File: config.mk
export PLATFORM = sky130hd
export DESIGN_NAME = nts_rx_frontend
export DESIGN_NICKNAME = d
export VERILOG_FILES = /design/src/nts_rx_pkg.sv /design/src/nts_rx_frontend.sv
export VERILOG_INCLUDE_DIRS = /design/src
export SDC_FILE = /design/constraint.sdc
export NUM_CORES = 1
export LEC_CHECK = 0
export CAP_MARGIN = 10
export CORE_AREA = 2 2 56 58
export CTS_CLUSTER_DIAMETER = 200
export DETAILED_ROUTE_END_ITERATION = 8
export DIE_AREA = 0 0 58 60
export DONT_BUFFER_PORTS = 1
export PLACE_DENSITY_LB_ADDON = 0.25
export SYNTH_ARGS = -nofsm -noshare
export SYNTH_HDL_FRONTEND = slang
export SYNTH_SLANG_ARGS = --single-unit
export TNS_END_PERCENT = 30
File: constraint.sdc
create_clock -name i_clk -period 1.42 [get_ports i_clk]
set_input_delay 0.071 -clock i_clk [delete_from_list [all_inputs] [get_ports i_clk]]
set_output_delay 0.071 -clock i_clk [all_outputs]
set_load 0.01 [all_outputs]
File: src/nts_dispatch_cfg.svh
// NTS dispatcher configuration
// Buffer depth, engine count and MAC lane width shared by all stages

`ifndef NTS_DISPATCH_CFG_SVH
`define NTS_DISPATCH_CFG_SVH

// Word address width of one ping-pong bank
`define NTS_ADDR_WIDTH 8

// Number of processing engines behind the dispatcher
`define NTS_ENGINES 4

// Bytes per MAC receive word
`define NTS_LANES 8

`endif

File: src/nts_rx_pkg.sv
// NTS receive-side types
// MAC word, byte-valid mask and last-word byte count

`include "nts_dispatch_cfg.svh"

package nts_rx_pkg;

  // One MAC receive word, also the buffer word
  typedef logic [`NTS_LANES*8-1:0] mac_word_t;

  // One valid bit per byte lane
  typedef logic [`NTS_LANES-1:0] mac_mask_t;

  // Valid bytes in the last word, 0 to 8
  typedef logic [3:0] byte_count_t;

endpackage

File: src/nts_rx_frontend.sv
// NTS receive front end
// Start-of-frame detection, byte lane reversal and last-word byte count

`timescale 1ns/1ns

`include "nts_dispatch_cfg.svh"

module nts_rx_frontend
  import nts_rx_pkg::*;
(
  input  logic        i_clk,
  input  logic        i_areset,
  input  mac_word_t   i_rx_data,
  input  mac_mask_t   i_rx_data_valid,
  output logic        o_sof,
  output mac_word_t   o_word,
  output byte_count_t o_bytes
);

  mac_mask_t prev_valid;

  // Idle ones so that reset never looks like a gap before a frame
  always_ff @(posedge i_clk or posedge i_areset)
  begin
    if (i_areset)
      prev_valid <= '1;
    else
      prev_valid <= i_rx_data_valid;
  end

  // Empty mask followed by a full one
  assign o_sof = (prev_valid == '0) && (i_rx_data_valid == '1);

  // Lane k moves to lane LANES-1-k, invalid lanes cleared
  always_comb
  begin
    for (int k = 0; k < `NTS_LANES; k++)
    begin
      o_word[(`NTS_LANES-1-k)*8 +: 8] = i_rx_data_valid[k] ? i_rx_data[k*8 +: 8] : 8'h00;
    end
  end

  // Count only for low-aligned contiguous masks
  always_comb
  begin
    o_bytes = '0;
    for (int n = 0; n <= `NTS_LANES; n++)
    begin
      if (i_rx_data_valid == mac_mask_t'((1 << n) - 1))
        o_bytes = byte_count_t'(n);
    end
  end

endmodule

# After elaboration in Yosys (flattened, before gate mapping)
# Cells that the tools add are included.
dict set report word_totals {
  ff_bits 8
  latch_bits 0
  ramBits 0
  romBits 0
  inputBits 74
  out_inout_bits 69
  mem_count 0
}
dict set report classes {
  addsub 0
  multipliers 0
  n_div 0
  magnitude_cmp 0
  n_eq_ne 8
  shift 0
  n_mux 16
  bitwise_logic 0
  n_reduce_logical 2
}
# cell count
set op_table {}
lappend op_table {{$mux 8} 8}
lappend op_table {{$mux 4} 7}
lappend op_table {{$eq 8x1->1 const B} 1}
lappend op_table {{$eq 8x2->1 const B} 1}
lappend op_table {{$eq 8x3->1 const B} 1}
lappend op_table {{$eq 8x4->1 const B} 1}
lappend op_table {{$eq 8x5->1 const B} 1}
lappend op_table {{$eq 8x6->1 const B} 1}
lappend op_table {{$eq 8x7->1 const B} 1}
lappend op_table {{$eq 8x8->1 const B} 1}
lappend op_table {{$logic_not 8->1} 1}
lappend op_table {{$logic_and 1x1->1} 1}
lappend op_table {{$mux 1} 1}

# Depth between registers and ports, before layout
# Gate-level depths: netlist of run 1.
dict set report depth {
  depth_word 9
  mapped_depth 4
}

# Worst setup path after synthesis of run 1
# Ideal clock, no wire load.
dict set report synth_timing {
  kind {input to output}
  from {input i_rx_data_valid[2]}
  to {output o_bytes[2]}
  arrival_ns 1.076
  path_slack_ns 0.273
  cell_stages 3
  n_path_buf 1
  path_cell_list {clkbuf_2 -> nand4_1 -> a2111oi_0}
}
dict set report synth_via {
  elab_chain_cells 7
  word_cells_on_any_way 12
  classes_between {eq/ne: 6; mux: 6}
}
# item line
set synth_rtl {}
lappend synth_rtl {{start: declaration} nts_rx_frontend.sv:14} ;# input mac_mask_t i_rx_data_valid,
lappend synth_rtl {{$eq 8x3->1} nts_rx_frontend.sv:49} ;# if (i_rx_data_valid == mac_mask_t'((1 << n) - 1))
lappend synth_rtl {{$mux 4 (5 in series)} nts_rx_frontend.sv:49}
lappend synth_rtl {{$mux 4 *} nts_rx_frontend.sv:49}
lappend synth_rtl {{end: declaration} nts_rx_frontend.sv:17} ;# output byte_count_t o_bytes
# Mark *: on every way between the ends. The rest lies on a longest branch, timed or not.

# Worst setup path after layout of run 1
dict set report layout_timing {
  from {register prev_valid[1]}
  to {output o_sof}
}
dict set report layout_via {
  elab_chain_cells 2
}
# item line
set layout_rtl {}
lappend layout_rtl {{start: declaration} nts_rx_frontend.sv:20} ;# mac_mask_t prev_valid;
lappend layout_rtl {{start signal: assignment} nts_rx_frontend.sv:28} ;# prev_valid <= i_rx_data_valid;
lappend layout_rtl {{$logic_not 8->1} nts_rx_frontend.sv:32} ;# assign o_sof = (prev_valid == '0) && (i_rx_data_valid == '1);
lappend layout_rtl {{$logic_and 1x1->1} nts_rx_frontend.sv:32}
lappend layout_rtl {{end: declaration} nts_rx_frontend.sv:15} ;# output logic o_sof,
# Every way passes these cells.

==> results of run 1 <==
critical path, stage by stage, from the launching register on:
cell and delay (ns):
dfstp_2 0.36, nor4_1 0.28, and3_1 0.26
final cells by class:
type | instances | area [um2] | share of cell area, %
clock buffer | 3 | 22.52 | 2.452
sequential | 8 | 210.2 | 22.89
timing repair buffer | 11 | 105.1 | 11.44
tap | 33 | 41.29 | 4.496
multi-input combinational | 82 | 531.8 | 57.90
inverter | 2 | 7.507 | 0.8174
kinds of logic after synthesis:
group                  count (synthesis)  share of synthesized area [%]
AO/OA/AOI/OAI                          3                          3.543
XOR/XNOR                               2                          2.255
flip-flops                             8                          27.05
buffers and inverters                  9                          4.508
AND/OR/NAND/NOR                       77                          62.64
metal layers:
metal,track usage (%),wire length (um),vias to the layer above
met5,0,0,-
met4,2.990,13,0
met3,3.680,282,2
li1,-,-,327
met1,11.59,757,317
met2,21.59,1205,79
report_power, final:
group / switching (mW) / internal, mW
sequential: 0.00301 / 0.249
clock: 0.0624 / 0.0957
combinational: 0.0986 / 0.0748
through the flow:
stage / instance area, um2 / utilization (%) / cells / total power, mW
detailed placement: 805.8 / 27.76 / 127 / 0.4098
CTS: 918.4 / 31.64 / 139 / 0.5973
global route: 918.4 / 31.64 / 139 / 0.6265
finish: 918.4 / 31.64 / 139 / 0.5834
global placement: 805.8 / 27.76 / 127 / 0.4134
floorplan: 777.0 / - / 99 / 0.4108
layout by cell type (no fill, tap or decap), drive strengths merged:
cell type / synthesis / routed
nand4: 1 / 1
and3: 1 / 1
and2: 64 / 64
nor2b: 1 / 1
o32a: 1 / 1
nor3: 3 / 3
buf: 0 / 2
nor4: 4 / 4
dlygate4sd3: 0 / 9
clkbuf: 7 / 3
xor2: 2 / 2
inv: 2 / 2
a21o: 1 / 1
dfstp: 8 / 8
or4b: 1 / 1
nand2: 2 / 2
a2111oi: 1 / 1
how the worst max path moves through the flow:
| stage | from | end | slack, ns | cells past startpoint |
|---|---|---|---|---|
| after floorplan | i_rx_data_valid[2] | o_bytes[2] | 0.27 | 3 |
| after global placement | i_rx_data_valid[5] | o_bytes[0] | 0.25 | 3 |
| after detailed placement | i_rx_data_valid[5] | o_bytes[0] | 0.22 | 3 |
| after CTS | prev_valid[1]$_DFF_PP1_ | o_sof | 0.18 | 2 |
| after global routing | i_rx_data_valid[5] | o_bytes[0] | 0.11 | 3 |
| final | prev_valid[1]$_DFF_PP1_ | o_sof | 0.21 | 2 |
==> metrics.csv, run 1 <==
metric,value,unit
hp-start,i_rx_data_valid[0],
critPathKind,reg2out,
drv_cap,0,
ys_types,17,
grt_pass1_wl,2.884,mm
tightest_slew,0.3771,ns
grt_max_degree,16,
dr.pass1.iters,2,
worstPathMaxFanout,1,
largest_register_ffs,8,
std_cell_rows,20,
htree_levels,1,
synth-main-ff-cell,dfstp_2,
cts_tree,yes,
yosys-top-cells-area,"and2_1 (45%), dfstp_2 (27%), and2_2 (7.7%), nor4_1 (3.2%), clkbuf_1 (2.9%)",
timing.critical_path.arrival,1.14,ns
postCtsHoldBufs,9,
finalHoldViolations,0,
worst_slack,0.2091,ns
yosys_warnings,0,
diodes,0,
antenna_found_initial,0,
post-place-ws,0.2194,ns
cp.required,1.35,ns
synthesis.nets,173,
setup_tns,0,ns
worstSetupStartpointType,register,
wire_per_inst,16.24,um
synth_common_cells,"and2_1 (56), and2_2 (8), dfstp_2 (8)",
hpwl,1.957,mm
die_y,60,um
powerDensity,635.3,nW/um2
final_nets,182,
synth_edf_count,0,
slew_violations,0,
yosysTopAreaCell,and2_1,
seq_area_frac_synth,27.05,%
vias,725,
grt_overflow,0,
place.gp.congestion,0.8146,
cts_buffers,3,
first_global_vias,612,
track_usage,11.22,%
io_pins,143,
drive_gt1_share,20.75,%
drt_iter0_markers,17,
top_register,prev_valid,
hp-class,in2out,
area_growth,18.20,%
ant_nets,0,
syn_inst,99,
fp.dieW,58,um
hold-path-cell-count,1,
period_share,85.27,%
wl,2.258,mm
cts_root_buffer,clkbuf_4,
yosysMostFrequentCell,and2_1,
ys_seq_elements,8,
relSlewSlack,74.21,%
cts_setup_buffers,0,
postSynthAreaPerCell,7.848,um2
dieArea,3480,um2
setup_viol,0,
power.leakage,0.3747,nW
initial_utilization,26.77,%
hold_end,o_word[56],
status,completed,
viasPerCell,5.216,
max_freq,825.9,MHz
rsz0062_at_grt,no,
cts.reportedPaths.clkPinSlew,0.05,ns
syn_area,777.0,um2
route.detailed.drc,0,
post_cts_resized,0,
ir_worst_vdd,0.0004239,V
core_region_area,2903,um2
cts_max_path_buffers,2,
cp-end-kind,output port,
synth_top_area_share,45.09,%
min_period,1.211,ns
nFillCells,316,
port_buffers,0,
clkSinkCount,8,
synthArstFlopShare,100.0,%
hold_ws,0.2833,ns
largestRegisters,prev_valid x8,
(Power assumes the default switching activity.)
==> inputs of run 2 (changes only) <==
==> constraint.sdc (replaced) <==
create_clock -name i_clk -period 1.42 [get_ports i_clk]
set_input_delay 0.071 -clock i_clk [delete_from_list [all_inputs] [get_ports i_clk]]
set_output_delay 0.071 -clock i_clk [all_outputs]
set_load 0.1 [all_outputs]
==> metrics.csv, run 2 (same netlist as run 1, synthesis figures left out) <==
metric,value,unit,change
grt_pass1_wl,3.946,mm,+37%
final-seq-area,210.2,um2,unchanged
relSlewSlack,65.50,%,-8.7 points
viasPerCell,4.788,,-8.2%
track_usage,14.93,%,+3.7 points
slew_violations,0,,unchanged
switching_share,61.93,%,+34 points
cts_tree,yes,,
layout_common_cells,"buf_4 (57), and2_1 (56), dlygate4sd3_1 (9)",,
period_share,93.44,%,+8.2 points
cp.required,1.35,ns,about the same
max_freq,753.7,MHz,-8.7%
vias,948,,+31%
drive_gt1_share,51.52,%,+31 points
dp.cells,186,,+46%
place.gp.congestion,0.7310,,-10%
wire_per_inst,14.48,um,-11%
top_register,prev_valid,,
final_cells,198,,+42%
cts_max_path_buffers,2,,unchanged
combPwrFrac,70.3,%,+41 points
port_buffers,0,,unchanged
hpwl,2.506,mm,+28%
placed_cell_area,1334,um2,+66%
cts_buffers,3,,unchanged
antenna_found_initial,0,,unchanged
ir_worst_vdd,0.0005443,V,+28%
nFillCells,269,,-15%
dr.pass1.iters,3,,+1
hold-path-cell-count,2,,+1
rsz0062_at_grt,no,,
grt_max_degree,16,,unchanged
core_region_area,2903,um2,unchanged
clkPwrFrac,11.4,%,-16 points
setup_viol,0,,unchanged
worst_slack,0.09320,ns,-0.1159 ns
cts.reportedPaths.clkPinSlew,0.04,ns,about the same
hold_ws,0.3427,ns,+0.05942 ns
largestRegisters,prev_valid x8,,
grt_overflow,0,,unchanged
finalHoldViolations,0,,unchanged
drv_cap,0,,unchanged
cp-end-kind,output port,,
clkSinkCount,8,,unchanged
largest_register_ffs,8,,unchanged
power,1.385,mW,+140%
ant_nets,0,,unchanged
final_common_cell,buf_4,,
stdcell_area,1453,um2,+58%
tightest_slew,0.5195,ns,+0.1424 ns
hp-class,in2out,,
cts_root_buffer,clkbuf_4,,
timing.critical_path.arrival,1.26,ns,+0.12 ns
dieArea,3480,um2,unchanged
power.leakage,0.6976,nW,+86%
worstSetupStartpointType,register,,
post-place-ws,0.1064,ns,-0.1129 ns
setup_tns,0,ns,unchanged
htree_levels,1,,unchanged
multi_input_comb_area,573.1,um2,+7.8%
min_period,1.327,ns,+0.1159 ns
route.detailed.drc,0,,unchanged
status,completed,,
area_growth,86.96,%,
hp-start,i_rx_data_valid[7],,
drt_iter0_markers,9,,-8
io_pins,143,,unchanged
fp.dieW,58,um,unchanged
hold_end,o_bytes[2],,
utilization,50.04,%,+18 points
std_cell_rows,20,,unchanged
p_int,0.5275,mW,+26%
die_y,60,um,unchanged
final_nets,241,,+32%
initial_utilization,26.77,%,unchanged
critPathKind,reg2out,,
wl,2.868,mm,+27%
power_switching,0.8579,mW,+420%
powerDensity,953.7,nW/um2,+50%
pwr-share-seq,18.3,%,-25 points
first_global_vias,889,,+45%
diodes,0,,unchanged
worstPathMaxFanout,1,,unchanged
[run 2: cell types whose count changed in the layout (fill, tap and decap cells not counted), sizes merged]
cell,delta
buf,+59
[run 2: timing repair]
item / 4_1_cts / 5_1_grt
buffers inserted: 0 / 0
gates resized for setup: 0 / 1
hold buffers: 9 / 0
endpoints found under the setup margin: 0 / 1
endpoints found under the hold margin: 16 / 0
[run 2: power groups by stage]
stage               logic (mW)  clock network, mW  registers [mW]
floorplan                0.828                  0           0.254
global placement         0.954                  0           0.255
detailed placement       0.956                  0           0.255
CTS                      0.979              0.167           0.252
global route             0.994              0.171           0.255
finish                   0.974              0.158           0.253
[run 2: worst max-delay path by stage]
stage,start,endpoint,slack (ns),cells past startpoint
floorplan,i_rx_data_valid[2],o_sof,-0.45,4
global placement,i_rx_data_valid[5],o_bytes[0],0.11,4
detailed placement,i_rx_data_valid[5],o_bytes[0],0.11,4
CTS,prev_valid[1]$_DFF_PP1_,o_sof,0.05,3
global route,prev_valid[0]$_DFF_PP1_,o_sof,0.02,3
finish,prev_valid[1]$_DFF_PP1_,o_sof,0.09,3
[run 2: worst max-delay path, stage by stage, from the launching register on]
cell     delay, ns
dfstp_2       0.36
nor4_2        0.26
and3_4        0.23
buf_12        0.17
[run 2: area by class of cell]
type / count / area share, %
tap: 33 / 2.842
multi-input combinational: 82 / 39.45
clock buffer: 3 / 1.550
inverter: 2 / 0.5168
timing repair buffer: 70 / 41.17
sequential: 8 / 14.47
[run 2: per-layer routing]
layer / global-route usage [%] / share of wire (%)
met5: 0 / 0
met4: 4.983 / 0.77
met2: 31.17 / 59
met3: 2.814 / 11
met1: 14.30 / 30
==> inputs of run 3 (changes only) <==
--- a/config.mk
+++ b/config.mk
@@ -7,10 +7,10 @@
 export NUM_CORES = 1
 export LEC_CHECK = 0
 export CAP_MARGIN = 10
-export CORE_AREA = 2 2 56 58
+export CORE_AREA = 2 2 55 57
 export CTS_CLUSTER_DIAMETER = 200
 export DETAILED_ROUTE_END_ITERATION = 8
-export DIE_AREA = 0 0 58 60
+export DIE_AREA = 0 0 57 59
 export DONT_BUFFER_PORTS = 1
 export PLACE_DENSITY_LB_ADDON = 0.25
 export SYNTH_ARGS = -nofsm -noshare
==> metrics.csv, run 3 (same netlist as run 1, synthesis figures left out) <==
metric,value,unit,change
status,completed,,
hp-class,in2out,,
cts_max_path_buffers,2,,unchanged
hp-start,i_rx_data_valid[7],,
critical_path.max_stage_delay,0.58,ns,+0.22 ns
relSlewSlack,65.54,%,about the same
core_region_area,2710,um2,-6.6%
first_global_vias,879,,-1.1%
use_met2,28.74,%,-2.4 points
largest_register_ffs,8,,unchanged
tightest_slew,0.5189,ns,-0.0005406 ns
use_met3,4.367,%,+1.6 points
worstSetupStartpointType,input port,,
grt_max_degree,16,,unchanged
diodes,0,,unchanged
initial_utilization,28.67,%,+1.9 points
vias,910,,-4.0%
cts_root_buffer,clkbuf_4,,
period_share,98.34,%,+4.9 points
drt_iter0_markers,12,,+3
wl,2.831,mm,-1.3%
drive_gt1_share,52.12,%,+0.61 points
final_nets,241,,unchanged
min_period,1.396,ns,+0.06966 ns
slew_violations,0,,unchanged
dieArea,3363,um2,-3.4%
largestRegisters,prev_valid x8,,
hold-path-cell-count,2,,unchanged
path_buf_inv,1,,unchanged
cts_buffers,3,,unchanged
clkSinkCount,8,,unchanged
finalHoldViolations,0,,unchanged
cts_tree,yes,,
crit_chain,or4b_1 -> nor4_2 -> o32a_2 -> buf_12,,
grtUsageMet1,15.49,%,+1.2 points
route.detailed.drc,0,,unchanged
grt_pass1_wl,3.912,mm,-0.86%
hpwl,2.385,mm,-4.8%
io_pins,143,,unchanged
die_y,59,um,-1.7%
htree_levels,1,,unchanged
setup_viol,0,,unchanged
nFillCells,255,,-5.2%
antenna_found_initial,0,,unchanged
placed_cell_area,1331,um2,-0.19%
cp-end-kind,output port,,
port_buffers,0,,unchanged
drv_cap,0,,unchanged
track_usage,15.09,%,+0.16 points
critPathTopFamily,simple AND/OR/NAND/NOR gates,,
final_common_cell,buf_4,,
viasPerCell,4.643,,-3.0%
powerDensity,952.1,nW/um2,-0.17%
std_cell_rows,19,,-5.0%
grt.busiest_layer,met2,,
hold_end,o_bytes[2],,
fp.dieW,57,um,-1.7%
power.leakage,0.6979,nW,about the same
stdcell_area,1456,um2,+0.26%
grt_overflow,0,,unchanged
max_freq,716.1,MHz,-5.0%
ant_nets,0,,unchanged
power,1.387,mW,about the same
critPathKind,in2out,,
startpoint,i_rx_data_valid[5],,
place.gp.congestion,0.6921,,-5.3%
critPathSlowestCell,or4b_1,,
worstPathMaxFanout,13,,+12
final-seq-area,210.2,um2,unchanged
cp.required,1.35,ns,about the same
timing.critical_path.arrival,1.33,ns,+0.07 ns
ir_worst_vdd,0.0005806,V,+6.7%
wire_per_inst,14.44,um,-0.28%
top_register,prev_valid,,
multi_input_comb_area,579.3,um2,+1.1%
layout_common_cells,"buf_4 (57), and2_1 (56), dlygate4sd3_1 (9)",,
dr.pass1.iters,4,,+1
area_growth,87.44,%,
==> run 3: cell count changes in the layout (fill, tap and decap cells not counted) <==
cell,change
nor4_2,+1
nor4_1,-1
==> run 3: area by class of cell <==
type	instances	share of cell area (%)
clock buffer	3	1.546
inverter	2	0.5155
multi-input combinational	82	39.78
sequential	8	14.43
tap	31	2.663
timing repair buffer	70	41.07
==> run 3: stage by stage <==
step	util (%)	std cells	setup WS (ns)	setup TNS, ns	hold WS (ns)
after floorplan	-	99	-0.4479	-0.8298	0.07548
after global placement	49.12	184	0.1082	0	0.07613
after detailed placement	49.12	184	0.07842	0	0.07602
after CTS	53.28	196	0.06154	0	0.3433
after global routing	53.74	196	-0.01779	-0.01779	0.3462
final	53.74	196	0.02354	0	0.3442
==> run 3: how the worst max path moves through the flow <==
stage | endpoint | slack [ns] | cells past startpoint
after CTS | o_sof | 0.06 | 3
final | o_bytes[0] | 0.02 | 4
after global placement | o_bytes[0] | 0.11 | 4
after detailed placement | o_bytes[0] | 0.08 | 4
after floorplan | o_sof | -0.45 | 4
after global routing | o_bytes[0] | -0.02 | 4
==> run 3: what timing repair did <==
| item | in CTS | in global routing |
|---|---|---|
| endpoints found under the setup margin | 0 | 2 |
| hold buffers | 9 | 0 |
| setup buffers | 0 | 0 |
| gates resized for setup | 0 | 2 |
| endpoints found under the hold margin | 16 | 0 |
==> run 3: report_power, final <==
part / internal (mW) / switching, mW
Combinational: 0.183 / 0.791
Clock: 0.0958 / 0.0640
Sequential: 0.249 / 0.00430
Total: 0.528 / 0.859
==> run 3: per-layer routing <==
layer	up-vias	share of wire, %	wire length (um)
met3	4	11	307
met5	-	0	0
met4	0	1.2	33
met1	392	33	944
met2	69	55	1546
li1	445	-	-
