<file path="config.mk">
export PLATFORM = sky130hd
export DESIGN_NAME = nts_engine_select
export DESIGN_NICKNAME = d
export VERILOG_FILES = /design/src/nts_rx_pkg.sv /design/src/nts_engine_select.sv
export VERILOG_INCLUDE_DIRS = /design/src
export SDC_FILE = /design/constraint.sdc
export NUM_CORES = 1
export LEC_CHECK = 0
export BUFFER_PORTS_ARGS = -buffer_cell sky130_fd_sc_hd__clkbuf_2
export CORE_AREA = 2 2 144 146
export DETAILED_ROUTE_END_ITERATION = 12
export DIE_AREA = 0 0 146 148
export HOLD_SLACK_MARGIN = 0.12
export PLACE_DENSITY = 0.52
export SLEW_MARGIN = 20
export SYNTH_ARGS = -nofsm -noshare
export SYNTH_HDL_FRONTEND = slang
export SYNTH_SLANG_ARGS = --single-unit
</file>
<file path="constraint.sdc">
create_clock -name i_clk -period 2.6 [get_ports i_clk]
set_input_delay 0.13 -clock i_clk [delete_from_list [all_inputs] [get_ports i_clk]]
set_output_delay 0.13 -clock i_clk [all_outputs]
set_load 0.005 [all_outputs]
</file>
<file path="src/nts_dispatch_cfg.svh">
// NTS dispatcher configuration
// Buffer depth, engine count and MAC lane width shared by all stages

`ifndef NTS_DISPATCH_CFG_SVH
`define NTS_DISPATCH_CFG_SVH

// Word address width of one ping-pong bank
`define NTS_ADDR_WIDTH 8

// Number of processing engines behind the dispatcher
`define NTS_ENGINES 4

// Bytes per MAC receive word
`define NTS_LANES 8

`endif

</file>
<file path="src/nts_rx_pkg.sv">
// NTS receive-side types
// MAC word, byte-valid mask and last-word byte count

`include "nts_dispatch_cfg.svh"

package nts_rx_pkg;

  // One MAC receive word, also the buffer word
  typedef logic [`NTS_LANES*8-1:0] mac_word_t;

  // One valid bit per byte lane
  typedef logic [`NTS_LANES-1:0] mac_mask_t;

  // Valid bytes in the last word, 0 to 8
  typedef logic [3:0] byte_count_t;

endpackage

</file>
<file path="src/nts_engine_select.sv">
// NTS engine select
// Round-robin search for a free engine and routing of the reader to it

`timescale 1ns/1ns

`include "nts_dispatch_cfg.svh"

module nts_engine_select
  import nts_rx_pkg::*;
#(
  parameter int ENGINES = `NTS_ENGINES
) (
  input  logic                      i_clk,
  input  logic                      i_areset,
  input  logic        [ENGINES-1:0] i_busy,
  input  logic        [ENGINES-1:0] i_read_discard,
  input  logic        [ENGINES-1:0] i_rd_start,
  input  logic                      i_packet_available,
  input  byte_count_t               i_last_bytes,
  input  logic                      i_fifo_empty,
  input  logic                      i_rd_valid,
  input  mac_word_t                 i_rd_data,
  output logic        [ENGINES-1:0] o_packet_available,
  output byte_count_t [ENGINES-1:0] o_data_valid,
  output logic        [ENGINES-1:0] o_fifo_empty,
  output logic        [ENGINES-1:0] o_rd_valid,
  output mac_word_t   [ENGINES-1:0] o_rd_data,
  output logic                      o_rd_start,
  output logic                      o_discard
);

  localparam int IDX_W = (ENGINES > 1) ? $clog2(ENGINES) : 1;
  localparam int CNT_W = $clog2(4 * ENGINES);

  typedef enum logic {SEARCH, HOLD} mode_t;

  mode_t            mode, mode_nxt;
  logic [IDX_W-1:0] index, index_nxt;
  logic [CNT_W-1:0] search_cnt, search_cnt_nxt;
  logic             forward;

  always_comb
  begin
    mode_nxt           = mode;
    index_nxt          = index;
    search_cnt_nxt     = search_cnt;
    forward            = 1'b0;
    o_rd_start         = 1'b0;
    o_discard          = 1'b0;
    o_packet_available = '0;
    o_data_valid       = '0;
    o_fifo_empty       = '0;
    o_rd_valid         = '0;
    o_rd_data          = '0;

    case (mode)
      HOLD:
      begin
        // Only the held engine sees the reader
        o_rd_start                = i_rd_start[index];
        o_discard                 = i_read_discard[index];
        o_packet_available[index] = i_packet_available;
        o_data_valid[index]       = i_last_bytes;
        o_fifo_empty[index]       = i_fifo_empty;
        o_rd_valid[index]         = i_rd_valid;
        o_rd_data[index]          = i_rd_data;
        if (i_read_discard[index])
        begin
          forward  = 1'b1;
          mode_nxt = SEARCH;
        end
      end
      default:
        if (i_busy[index])
          forward = 1'b1;   // Skip busy engine
        else
          mode_nxt = HOLD;
    endcase

    // ------------------------------------------------------------
    // Step to the next engine
    // ------------------------------------------------------------
    if (forward)
    begin
      index_nxt      = (index == IDX_W'(ENGINES - 1)) ? '0 : index + 1'b1;
      search_cnt_nxt = (search_cnt == CNT_W'(4*ENGINES - 1)) ? '0 : search_cnt + 1'b1;
      if (search_cnt == '0)
        o_discard = 1'b1;   // Flush a packet nobody took
    end
  end

  always_ff @(posedge i_clk or posedge i_areset)
  begin
    if (i_areset)
    begin
      mode       <= SEARCH;
      index      <= '0;
      search_cnt <= CNT_W'(1);
    end
    else
    begin
      mode       <= mode_nxt;
      index      <= index_nxt;
      search_cnt <= search_cnt_nxt;
    end
  end

endmodule

</file>
Yosys cells after proc, flatten, opt, wreduce, memory -nomap -nowiden. Cells that the tools add are included.

Output and inout bits: 286. Word-level logic and storage cells: 45. Input bits: 85. Bits in registers: 7.

Add/subtract/negate cells: 2. Multiplexer cells: 29. Bitwise logic cells: 5. Reduce and logical (&&, ||, !) cells: 2. $lt $le $gt $ge: 2. Eq/ne operators: 2.

Operators with widths (count): 256-bit AND (1); 256-bit 2-to-1 mux (1); 64-bit demux with 2-bit select (1); 64-bit 2-to-1 mux (1); 4-bit 2-to-1 mux (5); 16-bit AND (1); 16-bit 2-to-1 mux (1); 1-bit 2-to-1 mux (14); 4-bit AND (3); 4-bit demux with 2-bit select (1); 1-bit binary-select mux with 2-bit select (3); 4-bit by 1-bit adder with 4-bit output, second input constant (1); 4-bit == test, second input constant (1); 4-bit zero test (1); 2-bit by 3-bit less-than comparator with 1-bit output, second input constant (1); 2-bit by 1-bit adder with 2-bit output, second input constant (1); 1-bit demux with 2-bit select (1); 2-bit == test, second input constant (1); 2-bit by 1-bit greater-or-equal comparator with 1-bit output, second input constant (1); 2-bit 2-to-1 mux (1); 1-bit logical AND (1).

Logic depth before layout (Yosys ltp). Gate-level depths: netlist (run 1).

Depth after elaboration: 6. Gate-level depth with buffers: 6. Mapped depth without buffers: 4.

Least setup slack after synthesis (run 1). Ideal clock, no wire load.

Kind: reg-to-reg. Start: register index[0]. End: register search_cnt[1]. Path slack: 803 ps. Data arrival time: 1672 ps. Setup time: 125 ps. Cell stages (with the launch flop): 6. Required time: 2475 ps. Clock period less this slack: 1797 ps. Path buffers: 2. Cells stage by stage: dfrtp_1 buf_6 mux4_1 mux2i_2 buf_6 mux2_4.

Cells in the longest elaborated chain, start to end: 4. Elaborated cells between the ends (all ways): 7. Classes of those cells: mux: 7.

RTL lines: start: declaration (RTL line nts_engine_select.sv:38) `logic [IDX_W-1:0] index, index_nxt;`; start signal: assignment (RTL line nts_engine_select.sv:103) `index <= index_nxt;`; 1-bit binary-select mux with 2-bit select (on tied branches) (RTL line nts_engine_select.sv:74, nts_engine_select.sv:67); 1-bit 2-to-1 mux (on tied branches) (2 in series) (RTL line nts_engine_select.sv:74, nts_engine_select.sv:67); 1-bit 2-to-1 mux (*) (RTL line nts_engine_select.sv:56) `case (mode)`; end signal: assignment (RTL line nts_engine_select.sv:104) `search_cnt <= search_cnt_nxt;`; end: declaration (RTL line nts_engine_select.sv:39) `logic [CNT_W-1:0] search_cnt, search_cnt_nxt;`.

Mark *: on every way between the ends. The rest lies on a longest branch, timed or not. The select of a mux whose other input is x is not followed. A chain may end at the register's enable or synchronous reset.

Worst setup path in the final report (run 1).
Start: register index[0]. End: output o_discard.

Cells in the longest elaborated chain, start to end: 5. Elaborated cells between the ends (all ways): 10. Classes of those cells: mux: 10.

RTL lines: 1-bit binary-select mux with 2-bit select (on tied branches) (RTL line nts_engine_select.sv:61, nts_engine_select.sv:67, nts_engine_select.sv:74); 1-bit 2-to-1 mux (on tied branches) (RTL line nts_engine_select.sv:61, nts_engine_select.sv:67, nts_engine_select.sv:74); 1-bit 2-to-1 mux (on tied branches) (RTL line nts_engine_select.sv:56, nts_engine_select.sv:67, nts_engine_select.sv:74); 1-bit 2-to-1 mux (on tied branches) (RTL line nts_engine_select.sv:87, nts_engine_select.sv:56); 1-bit 2-to-1 mux (*) (RTL line nts_engine_select.sv:83) `if (forward)`; end: declaration (RTL line nts_engine_select.sv:29) `output logic o_discard`.

Marked as above.

==> results of run 1 <==
-- worst min-delay path: cells and delay by family --
family / cells / cell delay [ns]
buf+inv: 1 / 0.08
compound gates: 1 / 0.08
mux: 1 / 0.22
-- final timing paths --
path / startpoint / end / slack, ns / cells past startpoint
min in group asynchronous: i_areset / search_cnt[3] / 0.37 / 3
min reg2reg: search_cnt[3] / search_cnt[3] / 0.51 / 1
max reg2reg: index[0] / search_cnt[1] / 0.48 / 3
min: i_busy[2] / index[1] / 0.33 / 3
max in group asynchronous: i_areset / search_cnt[0] / 1.96 / 3
max: index[0] / o_discard / 0.32 / 4
-- stage by stage --
| stage | power [uW] | setup slack (ns) |
|---|---|---|
| global route | 4147 | 0.1865 |
| floorplan | 2178 | 0.8027 |
| CTS | 3792 | 0.3217 |
| finish | 3775 | 0.3229 |
| global placement | 3534 | 0.5135 |
| detailed placement | 3521 | 0.4834 |
-- layout make-up --
cell class	instances	area, um2	area share, %
clock buffer	4	78.83	1.686
timing repair buffer	381	1962	41.96
multi-input combinational	312	2091	44.72
inverter	7	26.28	0.5619
sequential	7	180.2	3.853
tap	270	337.8	7.225
-- per-layer routing --
layer | track usage [%] | vias to the layer above | routed length (um)
met4 | 1.456 | 0 | 75
met1 | 13.62 | 1896 | 5719
met2 | 21.04 | 224 | 6986
met5 | 0 | - | 0
li1 | - | 2065 | -
met3 | 1.389 | 6 | 972
-- timing repair --
action | 4_1_cts | 5_1_grt
gates resized for setup | 0 | 0
hold buffers | 1 | 0
setup buffers | 0 | 0
endpoints found under the hold margin | 7 | 0
-- synthesized netlist by cell type, drive strengths merged --
library cell	count	share of area [%]
clkbuf	59	8.7
dfstp	1	1.0
a21oi	1	0.20
ha	6	3.0
buf	4	1.5
nor2	3	0.44
a21o	2	0.64
nor3	1	0.20
and3	284	70
mux2	1	0.59
o21ai	2	0.39
o31ai	1	0.30
inv	7	1.0
mux2i	1	0.54
nand2	1	0.15
xor2	1	0.34
and2	2	0.49
o22ai	1	0.25
dfrtp	6	5.9
mux4	4	4.1
a311oi	1	0.34
-- logic make-up after synthesis --
family	share of synthesized area [%]
simple gates	71.13
buf+inv	11.26
compound gates	2.115
flops	6.936
mux	5.263
fa+ha+maj	2.951
xor+xnor	0.3444
-- sequential cells by signal (all words and copies together), names as in the netlist --
| name | flops |
|---|---|
| index | 2 |
| mode | 1 |
| search_cnt | 4 |
-- power groups by stage --
stage          logic [uW]  clock network (uW)  registers [uW]
3_5_place_dp         3240                   0             283
3_3_place_gp         3260                   0             278
5_1_grt              3580                 272             294
6_report             3240                 258             280
4_1_cts              3250                 261             281
2_1_floorplan        1950                   0             223
==> metrics.md, run 1 <==
| Metric | Value |
|---|---|
| Yosys warning total | 0 |
| Util after Layout | between 20% and 30% |
| Die ar. | 21,610 um2 |
| Area Overhead vs Synth | 83.82% |
| Slew at the pin with the worst max-slew slack | 0.5733 ns |
| RSZ-0062 raised after global routing | no |
| Overall global routing resource usage | 11.06% |
| Buffers & Inverters on Critical Path | 1 |
| Clock group share of total power | 6.8% |
| Placed cell area | 4587 um2 |
| Number of buffers added by the clock tree synthesis step | 3 |
| Critical-path cell with the highest stage delay | mux4_1 |
| Initial antenna violation count | 0 |
| Data arrival time of the critical path | ~2.2 ns |
| Yosys reg bits | 7 |
| Required @ worst endpoint | 2.47 ns |
| Most frequent cells in the layout | clkbuf_2, and3_1, buf_4 |
| Maximum VDD drop | 983.1 uV |
| Boundary Pins | 371 |
| Average routed wire per standard cell | 14.02 um |
| Post-route clock skew | between 0.0003 and 0.0004 ns |
| CTS tree | done |
| IO buf count | 370 |
| Net Sw Power | 2017 uW |
| Sum Neg Setup Slack | 0 ns |
| Post-Syn Instances | 389 |
| DR vias | 4,191 |
| Remaining max-slew budget at the tightest pin | 61.02% |
| Max clock buf depth | 2 |
| Fillcell total | ~2,300 |
| Standard cell core area | 20,040 um2 |
| Power density normalized to cell area | about 810 nW/um2 |
| Post-route cell area | 4676 um2 |
| Drt total wl | 13,750 um |
| Worst min-delay path class | input pin to flip-flop |
| Part of the power in registers | 7.4% |
| Number of library cell types mapped by synthesis | 23 |
| Site row count | 52 |
| Overflow left after global routing | 0 |
| Kind of start point of the critical path | flip-flop |
| Clock slew seen by the registers of the worst setup and hold paths | 0.03 ns |
| Largest net degree at the start of global routing | 154 |
| Cell type group with the largest total delay on the critical path | multiplexers |
| Share of cells above drive strength 1 | roughly 55% |
| GP Congestion | about 0.77 |
| Via count of the first global-routing pass | 3,630 |
| DRC marker count from the first detailed-route iteration | 215 |
| Final std cells w/o fill | 981 |
| Logic pwr share | ~86% |
| Clk Tree Root Cell | clkbuf_16 |
| Outcome | completed |
| Final worst path period share | 87.58% |
| Hold Worst Slack | around 0.33 ns |
| Crit. End Element | primary output |
| Initial core utilization | about an eighth |
| Max FO, Critical Path | 11 |
| Placed wire-length estimate | 10,580 um |
| Level count of the clock H-tree | 1 |
| Post-DR vias/cell | 4.272 |
| Cells after DPL | a little under 1,000 |
| Net Count, Synth | 480 |
| Synthesized cell area | 2544 um2 |
| DR DRC count | 0 |
| Count of nets left with antenna violations after detail routing | 0 |
| Cell chain of the critical path | mux4_1 > mux2i_2 > nor2_1 > clkbuf_2 |
| Count of final hold-check violations | 0 |
| Max-capacitance violation count | 0 |
| Crit path largest cell delay | just over 0.6 ns |
| Number of antenna repair diodes | 0 |
| Mean area per synthesized cell | ~6.5 um2 |
| Width of the chip | ~150 um |
| Sequential area share after synthesis | 6.936% |
| Nets@finish | 803 |
| Pint | 1759 uW |
| Count of final max-slew check failures | 0 |
| Leading cell type in the layout, fill and taps excluded | clkbuf_2 |
| Insertion delay to the later sink of the worst-skew pair | 0.23 ns |
| Switching part of the total power | ~53% |
| Category of the critical setup timing path | flip-flop to primary output |
| Leakage | 0.003663 uW |
| Minimum clock period after layout | 2.277 ns |
| First-pass iteration count of the detailed router | 4 |
| Clock Sinks | 7 |
| Global-route wire length before repair | 19,980 um |
| Final-report setup violation count | 0 |
| Floorplan die height | between 100 and 150 um |
| Maximum frequency from static timing analysis | 0.4392 GHz |
(Power assumes the default switching activity.)
==> run 2: changes to the inputs <==
--- a/config.mk
+++ b/config.mk
@@ -6,12 +6,13 @@
 export SDC_FILE = /design/constraint.sdc
 export NUM_CORES = 1
 export LEC_CHECK = 0
+export ABC_AREA = 1
 export BUFFER_PORTS_ARGS = -buffer_cell sky130_fd_sc_hd__clkbuf_2
-export CORE_AREA = 2 2 144 146
+export CORE_AREA = 2 2 145 147
 export DETAILED_ROUTE_END_ITERATION = 12
-export DIE_AREA = 0 0 146 148
+export DIE_AREA = 0 0 147 149
 export HOLD_SLACK_MARGIN = 0.12
-export PLACE_DENSITY = 0.52
+export PLACE_DENSITY = 0.49
 export SLEW_MARGIN = 20
 export SYNTH_ARGS = -nofsm -noshare
 export SYNTH_HDL_FRONTEND = slang
==> run 2 against run 1 <==
Effect of this change: via count down 6.3%; sequential share of layout area up 0.26 points; total power down 21%; critical endpoint is now o_rd_data[213]; highest routed layer unchanged; maximum frequency down 0.17%; sequential power down 10%.
==> metrics.md, run 2 <==
| Metric | Value |
|---|---|
| Placed wire-length estimate | between 9000 and 10,000 um |
| Max-capacitance violation count | 0 |
| Launch instance of the worst register-to-register path | index[0] |
| Kind of start point of the critical path | flip-flop |
| FF-to-FF path depth | 8 |
| Initial core utilization | 10.15% |
| Resize count post-CTS | 0 |
| Overall global routing resource usage | 9.578% |
| Net Count, Synth | 559 |
| Maximum VDD drop | 475.1 uV |
| Area Overhead vs Synth | 105.6% |
| Multi-input gate area in the final layout | about 1400 um2 |
| Number of buffers added by the clock tree synthesis step | 3 |
| Standard cell core area | 20,560 um2 |
| Drt total wl | 12,020 um |
| Average routed wire per standard cell | 10.97 um |
| Portion of synthesized cell area occupied by the leading cell type | 52.37% |
| Maximum frequency from static timing analysis | approximately 0.44 GHz |
| Sum Neg Setup Slack | 0 ns |
| Slack of the worst reg-to-reg path | 1.35 ns |
| Post-route clock skew | about 0.00024 ns |
| Dominant synthesized flop cell | dfrtp_1 |
| Count of nets left with antenna violations after detail routing | 0 |
| DR DRC count | 0 |
| Max FO, Critical Path | 40 |
| Critical-path cell with the highest stage delay | buf_4 |
| DR vias | 3,929 |
| Clock slew seen by the registers of the worst setup and hold paths | 0.03 ns |
| Yosys reg bits | 7 |
| Cell type group with the largest total delay on the critical path | buffers and inverters |
| Top area cells in the synthesized netlist | nor2_1, inv_1, dfrtp_1 |
| DRC marker count from the first detailed-route iteration | around 150 |
| Minimum clock period after layout | 2.281 ns |
| Post-DR vias/cell | 3.588 |
| Boundary Pins | 371 |
| CTS tree | done |
| Buffers & Inverters on Critical Path | 2 |
| Mean area per synthesized cell | between 4 and 5 um2 |
| Flip-flop count of the largest register after layout | 4 |
| Leakage | 0.003091 uW |
| Clock Sinks | 7 |
| Global-route wire length before repair | 17,270 um |
| Final-report setup violation count | 0 |
| Hold Worst Slack | roughly 0.37 ns |
| Util after Layout | 20.86% |
| Leading cell type in the layout, fill and taps excluded | clkbuf_2 |
| Outcome | completed |
| Post-synthesis async set-or-reset flop share | 100.0% |
| Total Power | 2997 uW |
| Synthesized cell area | between 2000 and 2500 um2 |
| Required @ worst endpoint | 2.47 ns |
| Yosys warning total | 0 |
| Via count of the first global-routing pass | 3,278 |
| Number of antenna repair diodes | 0 |
| Share of cells above drive strength 1 | 47.80% |
| Clk Tree Root Cell | clkbuf_16 |
| Largest register by flop count | search_cnt |
| Crit. End Element | primary output |
| Crit path largest cell delay | 0.51 ns |
| Slew at the pin with the worst max-slew slack | 0.6686 ns |
| Power density normalized to cell area | 698.8 nW/um2 |
| Overflow left after global routing | 0 |
| Remaining max-slew budget at the tightest pin | 55.27% |
| Max clock buf depth | 2 |
| Cell type contributing the most total cell area after synthesis | nor2_1 |
| Cell chain of the critical path | ha_1 > nand2_2 > buf_4 > nor2_1 > clkbuf_2 |
| Count of final max-slew check failures | 0 |
| Insertion delay to the later sink of the worst-skew pair | 0.23 ns |
| Count of final hold-check violations | 0 |
| Flip-flop and latch area | 176.4 um2 |
| First element of the critical path | index[1] |
| GP Congestion | 0.7912 |
| RSZ-0062 raised after global routing | no |
| Sequential area share after synthesis | 8.458% |
| First-pass iteration count of the detailed router | 5 |
| Number of synthesized flops with an enable pin | 0 |
| Worst min-delay path class | input pin to async pin |
| Site row count | 53 |
| Die ar. | approximately 22,000 um2 |
| Largest net degree at the start of global routing | 63 |
| Level count of the clock H-tree | 1 |
| IO buf count | 370 |
| Category of the critical setup timing path | flip-flop to primary output |
| Nets@finish | between 900 and 1,000 |
| Post-Syn Instances | 468 |
| R2r endpoint | search_cnt[3] |
| Width of the chip | 147 um |
| Floorplan die height | around 150 um |
| Most used standard cell by instance count after synthesis | nor2_1 |
| Initial antenna violation count | 0 |
| Data arrival time of the critical path | between 2 and 2.5 ns |
| Most common library cells after synthesis | nor2_1, inv_1, buf_2 |
| Most frequent cells in the layout | clkbuf_2, nor2_1, inv_1 |
| Registers with the highest flip-flop counts | search_cnt: 4 flops, index: 2 flops, mode: 1 flops |
| Fillcell total | 2,418 |
| Number of library cell types mapped by synthesis | 16 |
| Final worst path period share | 87.73% |
[run 2: changes by cell type after synthesis, sizes merged, moves of 4 or more]
cell,before,now
and3,284,0
buf,4,30
clkbuf,59,0
inv,7,86
mux4,4,0
nand2,1,27
nand3,0,15
nor2,3,291
[run 2: cell type report]
type | count | area share, %
Clock buffer | 4 | 1.838
Sequential cell | 7 | 4.113
Inverter | 86 | 7.643
Timing Repair Buffer | 378 | 44.92
Multi-Input combinational cell | 345 | 33.46
Tap cell | 275 | 8.022
[run 2: what timing repair did]
action	CTS	global route
buffers inserted	0	0
hold buffers	1	0
endpoints found under the hold margin	7	0
[run 2: worst min-delay path, delay by kind of cell]
kind,cells,cell delay (ns)
buf+inv,3,0.84
[run 2: worst max-delay path by stage]
stage / slack (ns) / end / cells past startpoint
3_5_place_dp: 0.51 / o_rd_data[228] / 5
4_1_cts: 0.27 / o_rd_data[228] / 5
2_1_floorplan: 1.33 / o_data_valid[0] / 5
5_1_grt: 0.08 / o_rd_data[207] / 5
3_3_place_gp: 0.58 / o_rd_data[205] / 5
6_report: 0.32 / o_rd_data[213] / 5
[run 2: logic make-up (layout without fill, tap and decap cells)]
group / after synthesis / in the layout / share of synthesized area (%)
buffers and inverters: 116 / 468 / 23.22
adder cells (fa/ha/maj): 6 / 6 / 3.599
XOR/XNOR: 1 / 1 / 0.4200
AO/OA/AOI/OAI: 5 / 5 / 1.200
AND/OR/NAND/NOR: 333 / 333 / 63.11
flip-flops: 7 / 7 / 8.458
[run 2: metrics by stage]
stage	setup slack [ns]	area [um2]	cells
global route	0.07648	4289	1095
global placement	0.5811	4200	1090
finish	0.3189	4289	1095
detailed placement	0.5114	4200	1090
CTS	0.2669	4289	1095
floorplan	1.328	2086	468
[run 2: where the power goes]
group          switching (uW)  internal, uW
Sequential               77.2           174
Clock                    55.0           204
Combinational            1520           963
Total                    1660          1340
[run 2: layer usage]
layer / up-vias / share of wire, % / track usage, %
li1: 2017 / - / -
met1: 1705 / 41 / 11.33
met2: 199 / 51 / 18.57
met3: 8 / 7.1 / 1.101
met4: 0 / 1.0 / 1.971
met5: - / 0 / 0
